`config.mk`:
```
export PLATFORM = sky130hd
export DESIGN_NAME = calculator_top
export DESIGN_NICKNAME = d
export VERILOG_FILES = /design/src/hdl/calc_pkg.sv /design/src/hdl/calculator_top.sv /design/src/hdl/result_display.sv /design/src/hdl/shift_add_multiplier.sv /design/src/hdl/add_sub_unit.sv /design/src/hdl/calc_entry.sv
export SDC_FILE = /design/constraint.sdc
export NUM_CORES = 1
export LEC_CHECK = 0
export ABC_AREA = 1
export BUFFER_PORTS_ARGS = -buffer_cell sky130_fd_sc_hd__buf_2
export CORE_ASPECT_RATIO = 1.1
export CORE_MARGIN = 4
export CORE_UTILIZATION = 45
export DETAILED_ROUTE_END_ITERATION = 10
export MAX_ROUTING_LAYER = met4
export SLEW_MARGIN = 10
export SYNTH_ARGS = -nofsm -noshare
export SYNTH_HDL_FRONTEND = slang
export SYNTH_SLANG_ARGS = --single-unit
```
`constraint.sdc`:
```
create_clock -name clk -period 3.1 [get_ports clk]
set_input_delay 0.31 -clock clk [delete_from_list [all_inputs] [get_ports clk]]
set_output_delay 0.31 -clock clk [all_outputs]
set_load 0.02 [all_outputs]
```
`src/hdl/calc_pkg.sv`:
```
package calc_pkg;

    // Datapath width for operands, unit results and the display
    localparam int OPERAND_W = 16;

    typedef logic [OPERAND_W-1:0] operand_t;   // Unsigned, wraps modulo 2^16
    typedef logic [3:0]           digit_t;     // One keypad code
    typedef logic [2:0]           op_code_t;   // One-hot operator

    // One-hot operator encodings
    localparam op_code_t OP_ADD = 3'b001;
    localparam op_code_t OP_SUB = 3'b010;
    localparam op_code_t OP_MUL = 3'b100;

    // Codes above this are not decimal digits
    localparam digit_t MAX_DIGIT = 4'd9;

endpackage
```
`src/hdl/calculator_top.sv`:
```
`timescale 1ns/10ps

module calculator_top (
    input  logic               clk,
    input  logic               nRST,
    input  calc_pkg::digit_t   keypad_input,
    input  logic               read_input,
    input  calc_pkg::op_code_t operator_input,
    input  logic               equal_input,
    output calc_pkg::operand_t display_output,
    output logic               complete
);
    import calc_pkg::*;

    operand_t operand_a;
    operand_t operand_b;
    operand_t add_result;
    operand_t mult_result;
    logic     subtract;
    logic     start_add;
    logic     start_mult;
    logic     add_finish;
    logic     mult_finish;

    calc_entry i_calc_entry (
        .clk            (clk),
        .nRST           (nRST),
        .keypad_input   (keypad_input),
        .read_input     (read_input),
        .operator_input (operator_input),
        .equal_input    (equal_input),
        .add_finish     (add_finish),
        .mult_finish    (mult_finish),
        .operand_a      (operand_a),
        .operand_b      (operand_b),
        .subtract       (subtract),
        .start_add      (start_add),
        .start_mult     (start_mult)
    );

    add_sub_unit #(
        .WIDTH (OPERAND_W)
    ) i_add_sub_unit (
        .clk      (clk),
        .nRST     (nRST),
        .in_a     (operand_a),
        .in_b     (operand_b),
        .subtract (subtract),
        .start    (start_add),
        .result   (add_result),
        .finish   (add_finish)
    );

    shift_add_multiplier #(
        .WIDTH (OPERAND_W)
    ) i_shift_add_multiplier (
        .clk    (clk),
        .nRST   (nRST),
        .start  (start_mult),
        .in_a   (operand_a),
        .in_b   (operand_b),
        .result (mult_result),
        .finish (mult_finish)
    );

    result_display i_result_display (
        .clk            (clk),
        .nRST           (nRST),
        .add_result     (add_result),
        .mult_result    (mult_result),
        .add_finish     (add_finish),
        .mult_finish    (mult_finish),
        .start_add      (start_add),
        .start_mult     (start_mult),
        .display_output (display_output),
        .complete       (complete)
    );

endmodule

```
`src/hdl/result_display.sv`:
```
`timescale 1ns/10ps

module result_display (
    input  logic               clk,
    input  logic               nRST,
    input  calc_pkg::operand_t add_result,
    input  calc_pkg::operand_t mult_result,
    input  logic               add_finish,
    input  logic               mult_finish,
    input  logic               start_add,
    input  logic               start_mult,
    output calc_pkg::operand_t display_output,
    output logic               complete
);
    logic any_finish;
    logic any_start;

    assign any_finish = add_finish || mult_finish;
    assign any_start  = start_add || start_mult;

    always_ff @(posedge clk or negedge nRST) begin
        if (!nRST) begin
            display_output <= '0;
            complete       <= 1'b0;
        end else begin
            // Only one unit runs at a time
            if (add_finish) begin
                display_output <= add_result;
            end else if (mult_finish) begin
                display_output <= mult_result;
            end

            if (any_finish) begin
                complete <= 1'b1;        // Set together with the load
            end else if (any_start) begin
                complete <= 1'b0;        // New calculation under way
            end
        end
    end

endmodule

```
`src/hdl/shift_add_multiplier.sv`:
```
`timescale 1ns/10ps

module shift_add_multiplier #(
    parameter int WIDTH = 16
) (
    input  logic             clk,
    input  logic             nRST,
    input  logic             start,
    input  logic [WIDTH-1:0] in_a,
    input  logic [WIDTH-1:0] in_b,
    output logic [WIDTH-1:0] result,
    output logic             finish
);
    localparam int CNT_W = $clog2(WIDTH);

    logic [WIDTH-1:0] acc;          // Low half of the running product
    logic [WIDTH-1:0] mcand;        // Multiplicand, shifted left per step
    logic [WIDTH-1:0] mplier;       // Multiplier, shifted right per step
    logic [CNT_W-1:0] steps_left;
    logic             running;

    // Bit 0 is handled at load, bits 1..WIDTH-1 one per cycle
    always_ff @(posedge clk or negedge nRST) begin
        if (!nRST) begin
            running    <= 1'b0;
            steps_left <= '0;
            finish     <= 1'b0;
        end else begin
            finish <= 1'b0;
            if (start) begin
                running    <= 1'b1;
                steps_left <= CNT_W'(WIDTH - 1);
            end else if (running) begin
                steps_left <= steps_left - 1'b1;
                if (steps_left == CNT_W'(1)) begin
                    running <= 1'b0;
                    finish  <= 1'b1;     // Last partial product added
                end
            end
        end
    end

    always_ff @(posedge clk) begin
        if (start) begin
            acc    <= in_b[0] ? in_a : '0;
            mcand  <= in_a << 1;
            mplier <= in_b >> 1;
        end else if (running) begin
            if (mplier[0]) begin
                acc <= acc + mcand;      // Upper product bits fall off
            end
            mcand  <= mcand << 1;
            mplier <= mplier >> 1;
        end
    end

    assign result = acc;

endmodule

```
`src/hdl/add_sub_unit.sv`:
```
`timescale 1ns/10ps

module add_sub_unit #(
    parameter int WIDTH = 16
) (
    input  logic             clk,
    input  logic             nRST,
    input  logic [WIDTH-1:0] in_a,
    input  logic [WIDTH-1:0] in_b,
    input  logic             subtract,
    input  logic             start,
    output logic [WIDTH-1:0] result,
    output logic             finish
);
    logic [WIDTH-1:0] b_term;    // B or its ones' complement
    logic [WIDTH-1:0] carry_in;

    // Two's complement subtract as a + ~b + 1
    assign b_term   = subtract ? ~in_b : in_b;
    assign carry_in = {{(WIDTH-1){1'b0}}, subtract};

    always_ff @(posedge clk or negedge nRST) begin
        if (!nRST) begin
            finish <= 1'b0;
        end else begin
            finish <= start;         // One-cycle pulse after start
        end
    end

    always_ff @(posedge clk) begin
        if (start) begin
            result <= in_a + b_term + carry_in;   // Wraps modulo 2^WIDTH
        end
    end

endmodule

```
`src/hdl/calc_entry.sv`:
```
`timescale 1ns/10ps

module calc_entry (
    input  logic               clk,
    input  logic               nRST,
    input  calc_pkg::digit_t   keypad_input,
    input  logic               read_input,
    input  calc_pkg::op_code_t operator_input,
    input  logic               equal_input,
    input  logic               add_finish,
    input  logic               mult_finish,
    output calc_pkg::operand_t operand_a,
    output calc_pkg::operand_t operand_b,
    output logic               subtract,
    output logic               start_add,
    output logic               start_mult
);
    import calc_pkg::*;

    typedef enum logic [1:0] {
        GET_FIRST,
        GET_SECOND,
        LAUNCH,
        BUSY
    } state_t;

    state_t state;
    state_t next_state;

    logic mult_sel;       // Latched operator selects the multiplier
    logic op_valid;       // Exactly one legal operator code
    logic digit_valid;    // Read strobe with a decimal digit
    logic take_digit;     // Digit folded into an operand this cycle
    logic unit_finish;

    // Decimal append, x*10 done as x*8 + x*2
    function automatic operand_t append_digit(operand_t value, digit_t digit);
        operand_t times_ten;
        times_ten = (value << 3) + (value << 1);
        return times_ten + operand_t'(digit);
    endfunction

    assign op_valid    = operator_input inside {OP_ADD, OP_SUB, OP_MUL};
    assign digit_valid = read_input && (keypad_input <= MAX_DIGIT);
    assign unit_finish = add_finish || mult_finish;

    // Operator or equal in the same cycle wins over a digit
    always_comb begin
        case (state)
            GET_FIRST:  take_digit = digit_valid && !op_valid;
            GET_SECOND: take_digit = digit_valid && !equal_input;
            default:    take_digit = 1'b0;   // Dropped while busy
        endcase
    end

    always_comb begin
        next_state = state;
        case (state)
            GET_FIRST: begin
                if (op_valid) begin
                    next_state = GET_SECOND;
                end
            end
            GET_SECOND: begin
                if (equal_input) begin
                    next_state = LAUNCH;
                end
            end
            LAUNCH: begin
                next_state = BUSY;           // Single start cycle
            end
            BUSY: begin
                if (unit_finish) begin
                    next_state = GET_FIRST;
                end
            end
            default: begin
                next_state = GET_FIRST;
            end
        endcase
    end

    always_ff @(posedge clk or negedge nRST) begin
        if (!nRST) begin
            state     <= GET_FIRST;
            operand_a <= '0;
            operand_b <= '0;
            subtract  <= 1'b0;
            mult_sel  <= 1'b0;
        end else begin
            state <= next_state;

            if (state == GET_FIRST && op_valid) begin
                subtract <= (operator_input == OP_SUB);
                mult_sel <= (operator_input == OP_MUL);
            end

            if (take_digit && state == GET_FIRST) begin
                operand_a <= append_digit(operand_a, keypad_input);
            end
            if (take_digit && state == GET_SECOND) begin
                operand_b <= append_digit(operand_b, keypad_input);
            end

            // Operands held through the calculation, then cleared
            if (state == BUSY && unit_finish) begin
                operand_a <= '0;
                operand_b <= '0;
            end
        end
    end

    assign start_add  = (state == LAUNCH) && !mult_sel;
    assign start_mult = (state == LAUNCH) && mult_sel;

endmodule

```
==> results.md <==
Timing:
- Setup repair after global routing left no endpoint under its margin.
- The worst path meets setup with around 650 ps of slack.
- Between clock sinks in the finished design, the worst skew comes to about 6.7 ps.
- The sum of negative setup slack is 0 ps.
- For the pin with the worst max-slew slack, the measured transition is 759 ps.
- For this run, the top clock speed supported by timing is 409 MHz.
- The headroom to the max-slew limit is 49.4%.
- The number of endpoints with negative hold slack in the final report is 0.
- The worst path uses a little under 80% of the clock period.
- Setup violations remaining at the end of the flow were counted as 0.
- The routed design could run at a clock period as short as 2450 ps.
- The number of max-slew violations in the final report is 0.

Placed design:
- After legalization and detailed placement, the total HPWL measured 16,600 um.
- The number of input and output port buffers inserted is 27.
- The final weighted congestion in routability-driven placement is 0.902.
- Prior to clock tree synthesis, the placed netlist has a worst setup slack of 662 ps.
- In this run, placement finished with an instance count of 1,371.
- The cell area reported after detailed placement is 9060 um2.

Clocking:
- The CTS tree is built.
- The root buffer cell chosen for the clock tree is clkbuf_16.
- Clock tree synthesis found a total of between 100 and 150 sinks.
- Clock tree synthesis inserted a total of 17 buffers.
- The number of buffers added for setup after CTS is 0.
- The maximum level of the CTS H-tree is 4.
- The buffer depth of the longest clock path is 2.
- For the worst-skew pair, the clock arrives at the later sink with an insertion delay of 420 ps.
- Once the clock tree was built, the resizer swapped 0 gates to a different size.
- The post-CTS clock slew at the launch and capture registers of the worst setup and hold paths is about 60 ps.

Critical path:
- The worst register-to-register path ends at i_calc_entry.operand_a[8].
- In this design, the largest share of critical-path delay is due to adder cells.
- The startpoint class of the critical path is a flip-flop.
- The beginning of the critical path is i_calc_entry.operand_a[0].
- On the critical path, the stage with the largest delay is an instance of fa_1.
- Traced cell by cell, the critical path runs through inv_1 -> fa_1 -> inv_1 -> fa_1 -> nand3_1 -> nand3_1 -> inv_1 -> o21ai_0 -> xor2_1 -> nand2_1 -> nand2_1.
- The critical path contains buffers and inverters numbering 3 combined.
- The largest stage delay on the critical path is a little over 500 ps.
- The worst setup path is of the reg2reg kind.
- The data arrival time at the worst-slack endpoint is around 2800 ps.
- The cell seen most often among critical-path stages is inv_1.
- In this run the worst path has a maximum fanout of 4.
- The sort of element at the end of the critical path is a flip-flop.
- The worst register-to-register path has a depth of 11.
- The startpoint of the most critical register-to-register path is i_calc_entry.operand_a[0].
- The required time of the worst setup path is roughly 3400 ps.
- The setup check on the worst reg-to-reg path leaves a slack of approximately 650 ps.

Detailed routing:
- The total DRC errors in the routed layout is 0.
- The average routed wire per standard cell is 15.2 um.
- After detailed routing, the number of vias per cell comes to between 5 and 6.
- The number of nets with antenna violations after routing is 0.
- The number of vias in the routed layout is 7,191.
- The first detailed-routing pass took 5 iterations.
- The total wire length after detailed routing is around 21,000 um.
- For this block, the initial DRC count from the detailed router was ~400.

Power:
- The leakage power is 0.00516 uW.
- Dividing total power by cell area gives a power density of roughly 1100 nW/um2.
- The sum of internal, switching and leakage power is 11,000 uW.
- The peak supply drop is 0.477 mV.

Synth:
- The netlist uses 39 different library cells.
- The net count of the mapped netlist is around 1.2k.
- A synthesized cell averages 7.79 um2.
- For this run, the register share of the synthesized area comes to 39.0%.
- The post-synthesis cell type with the largest combined area is edfxtp_1.
- The post-synthesis sequential element count is 122.
- The gate count of the mapped netlist is about 1.1k.
- Summing every instance area after synthesis gives 8610 um2.
- By area the synthesized netlist is led by edfxtp_1 22%, dfrtp_1 17%, nand2_1 16%.
- For this run, the number of Yosys warnings is 0.
- Of the post-synthesis cell area, the dominant cell type holds 21.6%.

Final layout:
- The count of cells in the finished layout, fillers not included, comes to 1,404.
- Fill cells in the final layout number 1,905.
- The synthesis-to-finish area growth is 12.3%.
- The proportion of layout cells with a drive suffix above 1 is 7.58%.
- In the layout the commonest cells are 375 x nand2_1, 117 x inv_1, 88 x ha_1.
- After routing the design area is 9670 um2.
- The most common cell after layout, fill and taps aside is nand2_1.
- The final layout contains 1,253 nets.
- The number of antenna diodes in the final layout is 0.

Min path:
- The count of cells along the worst hold path is 3.
- For hold timing, the worst endpoint is i_calc_entry.operand_b[0].
- The startpoint of the tightest hold check path is keypad_input[0].
- The worst hold path class is in2reg.

Die:
- The area of the placeable core is around 19,000 um2.
- The die footprint is 21,400 um2.
- The horizontal die dimension is 140 um.
- Measured along the y axis, the die boundary spans 153 um.
- The placement row count is 52.
- 28 I/O pins were placed.
- Once the floorplan was initialized, standard cells occupied a little under half of the core.

GRT:
- In the global route stage, overall resource usage came out at 21.3%.
- The global route total overflow is 0.
- Entering global routing, the biggest net connects 42 pins.
- The first-pass GRT wire length is 35,800 um.
- The number of global-route vias before repair came to 7,002.
- The initial antenna violation count is 0.

Run status:
- The flow ran to the end, and the final reports show no timing, DRC or antenna violations.

Flow run:
- The max-cap check violation count is 0.
-- cell usage after synthesis --
library cell  count
xor2_1           33
o22ai_1           6
nand3_1          76
nor2_1           82
a21oi_1          75
inv_1           117
buf_6             2
edfxtp_1         62
ha_1             88
fa_1              6
o21ai_1           3
o21bai_1          3
nand2_4           2
clkbuf_1         10
buf_1             2
inv_2             3
nand2_1         376
o21a_1            2
a31oi_1           1
nand4_2           1
nor3_1            7
and2_1            3
nand2_2           1
buf_8             1
dfrtp_1          60
inv_4             1
nand4_1           8
or2_2             3
buf_4             2
nand3b_1          6
o21ai_0          39
nor2_8            1
clkinv_1          1
nor2_4            1
xnor2_1          10
nand3_4           1
a21o_1            7
nor3b_1           1
buf_2             2
-- worst max-delay path by stage --
stage                                 end  cells past startpoint
6_report        i_calc_entry.operand_a[8]                     11
2_1_floorplan  i_calc_entry.operand_b[10]                     11
3_5_place_dp   i_calc_entry.operand_a[10]                     10
5_1_grt        i_calc_entry.operand_a[10]                     10
4_1_cts        i_calc_entry.operand_a[10]                     10
3_3_place_gp   i_calc_entry.operand_a[10]                     10
-- per-layer routing --
layer / up-vias / wire length [um] / track usage, %
li1: 3706 / - / -
met1: 3325 / 10100 / 28.5
met2: 134 / 10100 / 34.2
met3: 26 / 774 / 3.09
met4: 0 / 363 / 5.81
met5: - / 0 / -
-- registers in the layout, indices dropped and copies added (netlist names) --
register and cells:
i_shift_add_multiplier.result 16, i_shift_add_multiplier.steps_left 4, i_result_display.display_output 16, i_result_display.complete 1, i_calc_entry.subtract 1, i_shift_add_multiplier.running 1
i_calc_entry.operand_a 16, i_shift_add_multiplier.mplier 15, i_shift_add_multiplier.mcand 15, i_add_sub_unit.finish 1, i_add_sub_unit.result 16, i_calc_entry.state 2
i_calc_entry.mult_sel 1, i_calc_entry.operand_b 16, i_shift_add_multiplier.finish 1
-- worst min-delay path: stages --
cell and delay (ps):
buf_2 90, nand2_1 40, o21ai_0 60
-- area by class of cell --
type                       instances  area, um2  share of cell area, %
clock inverter                    15        175                   1.81
clock buffer                      17        425                   4.40
inverter                         122        460                   4.76
sequential                       122       3360                   34.8
multi-input combinational        842       4680                   48.4
tap                              243        304                   3.14
timing repair buffer              43        258                   2.67
-- through the flow --
stage | utilization (%) | hold slack (ps)
after detailed placement | 48.7 | 313
final | 52.0 | 133
after CTS | 52.0 | 117
after floorplan | - | 14.4
after global placement | 48.7 | 307
after global routing | 52.0 | 178
-- kinds of logic after synthesis --
family          count (synthesis)  share of synthesized area [%]
flops                         122                           39.0
fa+ha+maj                      94                           14.2
xor+xnor                       43                           4.37
simple gates                  569                           27.5
compound gates                136                           8.35
buf+inv                       141                           6.59
-- what timing repair did --
action | 4_1_cts | 5_1_grt
endpoints found under the hold margin | 25 | 0
hold buffers | 1 | 0
setup endpoints to repair | 0 | 0
-- report_power, final --
group	total (uW)	switching, uW	internal (uW)
clock	2020	757	1260
combinational	5560	3530	2030
sequential	3450	616	2830
Note: power is estimated with default switching activity, not from simulation.
